===== src/tp_macros.svh =====
`ifndef TP_MACROS_SVH
`define TP_MACROS_SVH

// one cache word and one DMA word, which is also one bank burst
`define TP_WORD_W 32
`define TP_DMA_W 64

// cache geometry
`define TP_BLOCK_WORDS 8
`define TP_SETS 16
`define TP_WAYS 2
`define TP_SET_W 4
`define TP_WAY_W 1

// half the block sits in each bank, split into DMA-wide bursts
`define TP_BURSTS ((`TP_BLOCK_WORDS / 2) * `TP_WORD_W / `TP_DMA_W)
`define TP_BURST_W 1
`define TP_BANK_ADDR_W 5
`define TP_MASK_W 8
`define TP_BLOCK_BYTES (`TP_BLOCK_WORDS * `TP_WORD_W / 8)

`endif


===== src/tp_pkg.sv =====
`include "tp_macros.svh"

package tp_pkg;

  // only one operation runs at a time
  typedef enum logic [1:0] {
    TP_IDLE   = 2'd0,
    TP_EVICT  = 2'd1,
    TP_REFILL = 2'd2
  } tp_mode_e;

  // command as captured from the miss handler
  typedef struct packed {
    logic [`TP_WAY_W-1:0]       way;
    logic [`TP_SET_W-1:0]       index;
    logic                       track_miss;
    // one bit per block word, set where the word is already valid
    logic [`TP_BLOCK_WORDS-1:0] track;
    // pending store bytes, these always take the refill data
    logic [`TP_BLOCK_BYTES-1:0] byte_mask;
  } tp_cmd_s;

  // a refill beat is two DMA words, or four block words in order
  typedef union packed {
    logic [1:0][`TP_DMA_W-1:0]  dma;
    logic [3:0][`TP_WORD_W-1:0] word;
  } tp_beat_u;

  // one data-memory bank access
  typedef struct packed {
    logic                                     valid;
    logic                                     write;
    logic [`TP_BANK_ADDR_W-1:0]               addr;
    logic [`TP_DMA_W-1:0]                     data;
    logic [`TP_WAYS-1:0][`TP_MASK_W-1:0]      mask;
  } tp_bank_req_s;

endpackage


===== src/tp_cmd_decode.sv =====
`timescale 1ns/100ps

module tp_cmd_decode (
  input  logic               clk_i,
  input  logic               reset_i,
  input  logic               evict_we_i,
  input  logic               refill_we_i,
  input  tp_pkg::tp_cmd_s    cmd_i,
  input  logic               even_done_i,
  input  logic               odd_done_i,
  input  logic               port_idle_i,
  output tp_pkg::tp_mode_e   mode_o,
  output tp_pkg::tp_cmd_s    cmd_o,
  output logic               evict_busy_o,
  output logic               refill_busy_o,
  output logic               evict_done_o,
  output logic               refill_done_o
);

  tp_pkg::tp_mode_e mode_r;
  tp_pkg::tp_cmd_s  cmd_r;
  logic             lanes_done;
  logic             accept;

  assign lanes_done = even_done_i & odd_done_i;
  // strobes are only taken while idle, anything else is dropped
  assign accept = (mode_r == tp_pkg::TP_IDLE) & (evict_we_i | refill_we_i);

  // eviction also waits until the last DMA word has left the port
  assign evict_done_o  = (mode_r == tp_pkg::TP_EVICT) & lanes_done & port_idle_i;
  assign refill_done_o = (mode_r == tp_pkg::TP_REFILL) & lanes_done;

  always_ff @(posedge clk_i) begin
    if (reset_i) begin
      mode_r <= tp_pkg::TP_IDLE;
    end else begin
      case (mode_r)
        tp_pkg::TP_IDLE: begin
          if (evict_we_i) begin
            mode_r <= tp_pkg::TP_EVICT;
          end else if (refill_we_i) begin
            mode_r <= tp_pkg::TP_REFILL;
          end
        end
        tp_pkg::TP_EVICT: begin
          if (evict_done_o) begin
            mode_r <= tp_pkg::TP_IDLE;
          end
        end
        tp_pkg::TP_REFILL: begin
          if (refill_done_o) begin
            mode_r <= tp_pkg::TP_IDLE;
          end
        end
        default: mode_r <= tp_pkg::TP_IDLE;
      endcase
    end
  end

  always_ff @(posedge clk_i) begin
    if (accept) begin
      cmd_r <= cmd_i;
    end
  end

  assign mode_o        = mode_r;
  assign cmd_o         = cmd_r;
  assign evict_busy_o  = (mode_r == tp_pkg::TP_EVICT);
  assign refill_busy_o = (mode_r == tp_pkg::TP_REFILL);

endmodule


===== src/tp_bank_lane.sv =====
`timescale 1ns/100ps
`include "tp_macros.svh"

module tp_bank_lane #(
  parameter int bank_parity_p = 0
) (
  input  logic                                 clk_i,
  input  logic                                 reset_i,
  input  tp_pkg::tp_mode_e                     mode_i,
  input  tp_pkg::tp_cmd_s                      cmd_i,
  input  logic                                 grant_i,
  input  logic [`TP_WAYS-1:0][`TP_DMA_W-1:0]   rdata_i,
  input  logic [`TP_DMA_W-1:0]                 fill_data_i,
  input  logic                                 fill_v_i,
  input  logic                                 q_yumi_i,
  output logic                                 fill_ready_o,
  output logic                                 q_v_o,
  output logic [`TP_DMA_W-1:0]                 q_data_o,
  output tp_pkg::tp_bank_req_s                 bank_o,
  output logic                                 lane_done_o
);

  localparam int cnt_w_lp = `TP_BURST_W + 1;
  localparam logic [cnt_w_lp-1:0] bursts_lp = cnt_w_lp'(`TP_BURSTS);
  localparam int halves_lp = `TP_DMA_W / `TP_WORD_W;
  localparam int word_bytes_lp = `TP_WORD_W / 8;

  logic                         evicting;
  logic                         refilling;
  logic [cnt_w_lp-1:0]          cnt_r;
  logic                         rd_pend_r;
  logic                         rd_go;
  logic                         wr_go;
  logic                         q_room;
  logic                         enq;
  logic                         deq;
  logic [`TP_DMA_W-1:0]         enq_data;
  logic [1:0][`TP_DMA_W-1:0]    q_mem;
  logic                         q_wptr_r;
  logic                         q_rptr_r;
  logic [1:0]                   q_cnt_r;
  logic [`TP_BURST_W-1:0]       burst;
  logic [2:0]                   word_idx;
  logic [`TP_MASK_W-1:0]        burst_mask;

  assign evicting  = (mode_i == tp_pkg::TP_EVICT);
  assign refilling = (mode_i == tp_pkg::TP_REFILL);
  assign burst     = cnt_r[`TP_BURST_W-1:0];

  // a read reserves its queue slot, since data comes back a cycle later
  assign q_room = (q_cnt_r == 2'd0) | ((q_cnt_r == 2'd1) & ~rd_pend_r);
  assign rd_go  = evicting & grant_i & (cnt_r < bursts_lp) & q_room;
  assign wr_go  = refilling & grant_i & q_v_o & (cnt_r < bursts_lp);

  // refill words in flight never exceed what is still to be written
  assign fill_ready_o = refilling & (q_cnt_r != 2'd2)
                      & (({1'b0, cnt_r} + {1'b0, q_cnt_r}) < {1'b0, bursts_lp});

  assign enq      = (evicting & rd_pend_r) | (fill_v_i & fill_ready_o);
  assign enq_data = evicting ? rdata_i[cmd_i.way] : fill_data_i;
  assign deq      = q_yumi_i | wr_go;

  always_ff @(posedge clk_i) begin
    if (reset_i || mode_i == tp_pkg::TP_IDLE) begin
      cnt_r <= '0;
    end else if (rd_go || wr_go) begin
      cnt_r <= cnt_r + 1'b1;
    end
  end

  always_ff @(posedge clk_i) begin
    if (reset_i) begin
      rd_pend_r <= 1'b0;
    end else begin
      rd_pend_r <= rd_go;
    end
  end

  always_ff @(posedge clk_i) begin
    if (reset_i) begin
      q_wptr_r <= 1'b0;
      q_rptr_r <= 1'b0;
      q_cnt_r  <= 2'd0;
    end else begin
      if (enq) begin
        q_wptr_r <= ~q_wptr_r;
      end
      if (deq) begin
        q_rptr_r <= ~q_rptr_r;
      end
      case ({enq, deq})
        2'b10:   q_cnt_r <= q_cnt_r + 2'd1;
        2'b01:   q_cnt_r <= q_cnt_r - 2'd1;
        default: q_cnt_r <= q_cnt_r;
      endcase
    end
  end

  always_ff @(posedge clk_i) begin
    if (enq) begin
      q_mem[q_wptr_r] <= enq_data;
    end
  end

  assign q_v_o    = (q_cnt_r != 2'd0);
  assign q_data_o = q_mem[q_rptr_r];

  // burst b of this bank holds block words 4b+p and 4b+2+p
  always_comb begin
    burst_mask = '0;
    word_idx   = '0;
    for (int h = 0; h < halves_lp; h++) begin
      for (int k = 0; k < word_bytes_lp; k++) begin
        word_idx = {burst, h[0], 1'(bank_parity_p)};
        burst_mask[h*word_bytes_lp+k] = ~cmd_i.track_miss | ~cmd_i.track[word_idx]
                                      | cmd_i.byte_mask[{word_idx, k[1:0]}];
      end
    end
  end

  always_comb begin
    bank_o.valid = rd_go | wr_go;
    bank_o.write = refilling;
    bank_o.addr  = {cmd_i.index, burst};
    bank_o.data  = q_data_o;
    for (int i = 0; i < `TP_WAYS; i++) begin
      bank_o.mask[i] = (refilling && cmd_i.way == i) ? burst_mask : '0;
    end
  end

  assign lane_done_o = (evicting & (cnt_r == bursts_lp) & ~rd_pend_r)
                     | (refilling & (cnt_r == bursts_lp));

endmodule


===== src/tp_dma_port.sv =====
`timescale 1ns/100ps
`include "tp_macros.svh"

module tp_dma_port (
  input  logic                   clk_i,
  input  logic                   reset_i,
  input  tp_pkg::tp_mode_e       mode_i,
  input  logic                   even_q_v_i,
  input  logic                   odd_q_v_i,
  input  logic [`TP_DMA_W-1:0]   even_q_data_i,
  input  logic [`TP_DMA_W-1:0]   odd_q_data_i,
  input  logic                   even_fill_ready_i,
  input  logic                   odd_fill_ready_i,
  input  tp_pkg::tp_beat_u       dma_refill_data_i,
  input  logic                   dma_refill_v_i,
  input  logic                   dma_evict_yumi_i,
  output logic                   q_yumi_o,
  output logic                   fill_v_o,
  output logic [`TP_DMA_W-1:0]   even_fill_data_o,
  output logic [`TP_DMA_W-1:0]   odd_fill_data_o,
  output logic                   dma_refill_ready_o,
  output logic                   dma_evict_v_o,
  output logic [`TP_DMA_W-1:0]   dma_evict_data_o,
  output logic                   idle_o
);

  localparam int half_w_lp = `TP_WORD_W;

  logic [1:0][`TP_DMA_W-1:0] ser_r;
  logic [1:0]                ser_cnt_r;
  logic                      pop;

  // both bank heads leave together, and only into an empty serializer
  assign pop = (mode_i == tp_pkg::TP_EVICT) & even_q_v_i & odd_q_v_i & (ser_cnt_r == 2'd0);

  always_ff @(posedge clk_i) begin
    if (reset_i) begin
      ser_cnt_r <= 2'd0;
    end else if (pop) begin
      ser_cnt_r <= 2'd2;
    end else if (dma_evict_yumi_i && ser_cnt_r != 2'd0) begin
      ser_cnt_r <= ser_cnt_r - 2'd1;
    end
  end

  // the low halves of a burst pair make the earlier DMA word
  always_ff @(posedge clk_i) begin
    if (pop) begin
      ser_r[0] <= {odd_q_data_i[half_w_lp-1:0], even_q_data_i[half_w_lp-1:0]};
      ser_r[1] <= {odd_q_data_i[`TP_DMA_W-1:half_w_lp], even_q_data_i[`TP_DMA_W-1:half_w_lp]};
    end else if (dma_evict_yumi_i) begin
      ser_r[0] <= ser_r[1];
    end
  end

  assign q_yumi_o         = pop;
  assign dma_evict_v_o    = (ser_cnt_r != 2'd0);
  assign dma_evict_data_o = ser_r[0];
  assign idle_o           = (ser_cnt_r == 2'd0) & ~even_q_v_i & ~odd_q_v_i;

  // even-numbered block words go to the even bank, odd-numbered ones to the odd bank
  assign even_fill_data_o = {dma_refill_data_i.word[2], dma_refill_data_i.word[0]};
  assign odd_fill_data_o  = {dma_refill_data_i.word[3], dma_refill_data_i.word[1]};

  assign dma_refill_ready_o = (mode_i == tp_pkg::TP_REFILL) & even_fill_ready_i & odd_fill_ready_i;
  assign fill_v_o           = dma_refill_v_i & dma_refill_ready_o;

endmodule


===== src/evict_fill_transmitter.sv =====
`timescale 1ns/100ps
`include "tp_macros.svh"

module evict_fill_transmitter (
  input  logic                                clk_i,
  input  logic                                reset_i,
  input  logic                                evict_we_i,
  input  logic                                refill_we_i,
  input  tp_pkg::tp_cmd_s                     cmd_i,
  input  logic                                even_grant_i,
  input  logic                                odd_grant_i,
  input  logic [`TP_WAYS-1:0][`TP_DMA_W-1:0]  even_rdata_i,
  input  logic [`TP_WAYS-1:0][`TP_DMA_W-1:0]  odd_rdata_i,
  input  tp_pkg::tp_beat_u                    dma_refill_data_i,
  input  logic                                dma_refill_v_i,
  input  logic                                dma_evict_yumi_i,
  output tp_pkg::tp_bank_req_s                even_bank_o,
  output tp_pkg::tp_bank_req_s                odd_bank_o,
  output logic                                dma_refill_ready_o,
  output logic                                dma_evict_v_o,
  output logic [`TP_DMA_W-1:0]                dma_evict_data_o,
  output logic                                evict_busy_o,
  output logic                                refill_busy_o,
  output logic                                evict_done_o,
  output logic                                refill_done_o
);

  tp_pkg::tp_mode_e     mode;
  tp_pkg::tp_cmd_s      cmd;
  logic                 even_done, odd_done, port_idle;
  logic                 even_q_v, odd_q_v, q_yumi;
  logic [`TP_DMA_W-1:0] even_q_data, odd_q_data;
  logic                 even_fill_ready, odd_fill_ready, fill_v;
  logic [`TP_DMA_W-1:0] even_fill_data, odd_fill_data;

  tp_cmd_decode decode0 (
    .clk_i, .reset_i, .evict_we_i, .refill_we_i, .cmd_i,
    .even_done_i(even_done), .odd_done_i(odd_done), .port_idle_i(port_idle),
    .mode_o(mode), .cmd_o(cmd),
    .evict_busy_o, .refill_busy_o, .evict_done_o, .refill_done_o
  );

  tp_bank_lane #(.bank_parity_p(0)) even_lane (
    .clk_i, .reset_i, .mode_i(mode), .cmd_i(cmd), .grant_i(even_grant_i),
    .rdata_i(even_rdata_i), .fill_data_i(even_fill_data), .fill_v_i(fill_v),
    .q_yumi_i(q_yumi), .fill_ready_o(even_fill_ready), .q_v_o(even_q_v),
    .q_data_o(even_q_data), .bank_o(even_bank_o), .lane_done_o(even_done)
  );

  tp_bank_lane #(.bank_parity_p(1)) odd_lane (
    .clk_i, .reset_i, .mode_i(mode), .cmd_i(cmd), .grant_i(odd_grant_i),
    .rdata_i(odd_rdata_i), .fill_data_i(odd_fill_data), .fill_v_i(fill_v),
    .q_yumi_i(q_yumi), .fill_ready_o(odd_fill_ready), .q_v_o(odd_q_v),
    .q_data_o(odd_q_data), .bank_o(odd_bank_o), .lane_done_o(odd_done)
  );

  tp_dma_port port0 (
    .clk_i, .reset_i, .mode_i(mode),
    .even_q_v_i(even_q_v), .odd_q_v_i(odd_q_v),
    .even_q_data_i(even_q_data), .odd_q_data_i(odd_q_data),
    .even_fill_ready_i(even_fill_ready), .odd_fill_ready_i(odd_fill_ready),
    .dma_refill_data_i, .dma_refill_v_i, .dma_evict_yumi_i,
    .q_yumi_o(q_yumi), .fill_v_o(fill_v),
    .even_fill_data_o(even_fill_data), .odd_fill_data_o(odd_fill_data),
    .dma_refill_ready_o, .dma_evict_v_o, .dma_evict_data_o, .idle_o(port_idle)
  );

endmodule


===== config.mk =====
export PLATFORM = sky130hd
export DESIGN_NAME = evict_fill_transmitter
export DESIGN_NICKNAME = d
export VERILOG_FILES = /design/src/tp_pkg.sv /design/src/tp_cmd_decode.sv /design/src/tp_bank_lane.sv /design/src/tp_dma_port.sv /design/src/evict_fill_transmitter.sv
export VERILOG_INCLUDE_DIRS = /design/src
export SDC_FILE = /design/constraint.sdc
export NUM_CORES = 1
export LEC_CHECK = 0
export BUFFER_PORTS_ARGS = -buffer_cell sky130_fd_sc_hd__buf_2
export CAP_MARGIN = 30
export CORE_AREA = 2 2 266 268
export DETAILED_ROUTE_END_ITERATION = 16
export DIE_AREA = 0 0 268 270
export MAX_ROUTING_LAYER = met4
export SKIP_CTS_REPAIR_TIMING = 1
export SLEW_MARGIN = 20
export SYNTH_ARGS = -nofsm -noshare
export SYNTH_HDL_FRONTEND = slang
export SYNTH_SLANG_ARGS = --single-unit

===== constraint.sdc =====
create_clock -name clk_i -period 5.2 [get_ports clk_i]
set_clock_uncertainty 0.2 [all_clocks]
set_input_delay 1.04 -clock clk_i [delete_from_list [all_inputs] [get_ports clk_i]]
set_output_delay 1.04 -clock clk_i [all_outputs]
set_load 0.03 [all_outputs]

==> reports/results.ini <==
[global_routing]
antenna_found_initial=2
grt_overflow=0
grt_usage_pct=15.3
grt_pass1_vias=13268
busiest_layer=met2
grt_pass1_wl_mm=80.7
use_met3_pct=2.84
grt_max_degree=132
grt_util_met1_pct=18.7
grtUsageMet2_pct=25.0

[setup_path]
cp-end-kind=output pin
r2r_slack_ns=2.01
critPathKind=register to output pin
crit_fanout=7
crit_buf_inv=2
worstPathArrival_ns=2.60
path_cells=inv_1, nor2_1, fa_1, nor4_2, and2_1, buf_2
slowest_delay_ns=0.47
worst_setup_path_start_kind=register
cpLargestDelayFamily=simple AND/OR/NAND/NOR gates
crit_required_ns=3.96
slowest_stage=dfxtp_1

[drt]
drt_wl_total_mm=56.4
vias=13050
drt_first_pass_iters=5
wire_per_inst_um=19.2
drtIter0Drc=658
drc=0
antenna_left=0
via_per_inst=4.44

[power_and_ir_drop]
power_frac_clock_pct=40.8
leakage_nw=10.3
p_int_w=0.00657
seqPwrFrac_pct=47.9
ir_drop_v=0.000194
combinationalPowerShare_pct=11.3
netSwitchingPower_w=0.00208
sw_frac_of_total_pct=24.1
power.density_nw_per_um2=339

[clocking]
path_clk_slew_ns=0.07
htreeDepth=2
cts_root_buffer=clkbuf_16
cts_buffers=50
clkSinkCount=448
worstSkewPairLatency_ns=0.58
clk_path_buf_depth=3
cts_tree=done

[yosys]
ys_seq_elements=448
syn-num-nets=1803
ys_async_sr_fraction_pct=0
ys_warn_count=0
ys_seq_area_share_pct=66.6
synthesis.area_um2=19900
synthCells=1352
syn_avg_cell_area_um2=14.7
synth-edff-count=430
ys_types=42
synthFlopType=edfxtp_1

[die]
die_y_um=270
core_um2=69500
initial_core_util_pct=28.6
rows=97
die_x_um=268
die_area_um2=72400
io_pins=682

[sta]
finalSetupViolCount=0
tightest_slew_ns=0.815
fin_hold_ws_ns=0.322
setup_tns_ns=0
rsz0062_at_grt=false
fmax_ghz=0.261
period_needed_ns=3.84
fin_crit_sh_pct=73.8
slew_violations=0
max_slew_margin_pct=45.7
finalHoldViolCount=0

[layout]
utilization_pct=36.7
final-seq-area_um2=13300
layout.nets=2408
design_area_um2=25500
multi_input_area_um2=5700
synthToLayoutAreaGrowth_pct=28.2
layout_commonest_cell=buf_2
drive_gt1_share_pct=47.3
final_cell_mix=681 x buf_2, 430 x edfxtp_1, 154 x mux2_2
final.fill_count=6684

[placed_design]
portBuffers=681
gp_congestion=0.973
dp_hpwl_mm=41.4
place_area_um2=23800

[run_status]
outcome=finished clean

[flow_run]
cap_viol_max_count=0

[worst_hold_path]
min-delay-path-class=register to register

[flip-flops by register name (all words and copies together) (netlist names), 2 cells and up]
| signal | cells |
|---|---|
| odd_lane.q_mem | 128 |
| port0.ser_r | 64 |
| odd_lane.cnt_r | 2 |
| decode0.cmd_o | 46 |
| even_lane.q_cnt_r | 2 |
| even_lane.q_mem | 128 |
| even_lane.cnt_r | 2 |
| decode0.mode_o | 2 |
| port0.dma_evict_data_o | 64 |
| odd_lane.q_cnt_r | 2 |
| port0.ser_cnt_r | 2 |
[synthesized netlist by cell type (all sizes together) (4+ instances only)]
library cell | count | area, um2
edfxtp | 430 | 12900
mux2 | 194 | 2180
nand2 | 137 | 514
o21ai | 132 | 664
mux2i | 128 | 1280
buf | 123 | 851
nor2 | 52 | 195
clkbuf | 26 | 97.6
dfxtp | 18 | 360
and2 | 17 | 106
o22ai | 17 | 106
inv | 12 | 45.1
ha | 11 | 138
nand2b | 10 | 62.6
nor2b | 8 | 50.1
nor3 | 7 | 40.0
xor2 | 4 | 35.0
[routing by layer]
metal	routed length, um	share of wire, %
met4	1860	3.3
met1	23700	42
met3	3150	5.6
met5	0	0
met2	27700	49
[cell type report]
cell class	instances	share of cell area (%)
clock buffer	66	5.38
antenna	2	0.0196
tap	940	4.60
sequential	448	52.0
timing repair buffer	702	14.5
inverter	12	0.196
clock inverter	28	1.03
multi-input combinational	743	22.3
[power groups by stage]
stage / clock network (W) / logic (W) / registers (W)
6_report: 0.00353 / 0.000982 / 0.00415
3_5_place_dp: 0 / 0.000985 / 0.00423
3_3_place_gp: 0 / 0.000957 / 0.00422
4_1_cts: 0.00366 / 0.000988 / 0.00415
5_1_grt: 0.00380 / 0.00107 / 0.00415
2_1_floorplan: 0 / 0.000601 / 0.00421
[through the flow]
step / std cells / setup WS (ns) / total power, W
after floorplan: 1352 / 0.119 / 0.00481
after global placement: 2840 / 1.86 / 0.00518
after detailed placement: 2841 / 1.79 / 0.00521
after CTS: 2935 / 1.29 / 0.00880
after global routing: 2941 / 1.18 / 0.00902
final: 2941 / 1.36 / 0.00865
[path summary, 6_finish.rpt]
check,startpoint,end,cells past startpoint
max,even_lane.cnt_r[0],dma_refill_ready_o,6
min,port0.ser_r[99],port0.dma_evict_data_o[35],1
max reg2reg,even_lane.cnt_r[0],even_lane.q_mem[41],8
min reg2reg,port0.ser_r[99],port0.dma_evict_data_o[35],1
[worst register-to-register path, delay by kind of cell (launching register included)]
family,cells,cell delay (ns)
fa+ha+maj,1,0.44
compound gates,1,0.30
simple gates,3,0.64
flops,1,0.47
buf+inv,3,0.71
[kinds of logic after synthesis]
logic type | synth area share (%)
mux | 17.4
compound gates | 4.50
buf+inv | 4.99
fa+ha+maj | 0.892
flops | 66.6
xor+xnor | 0.264
simple gates | 5.33
(Power assumes the default switching activity.)
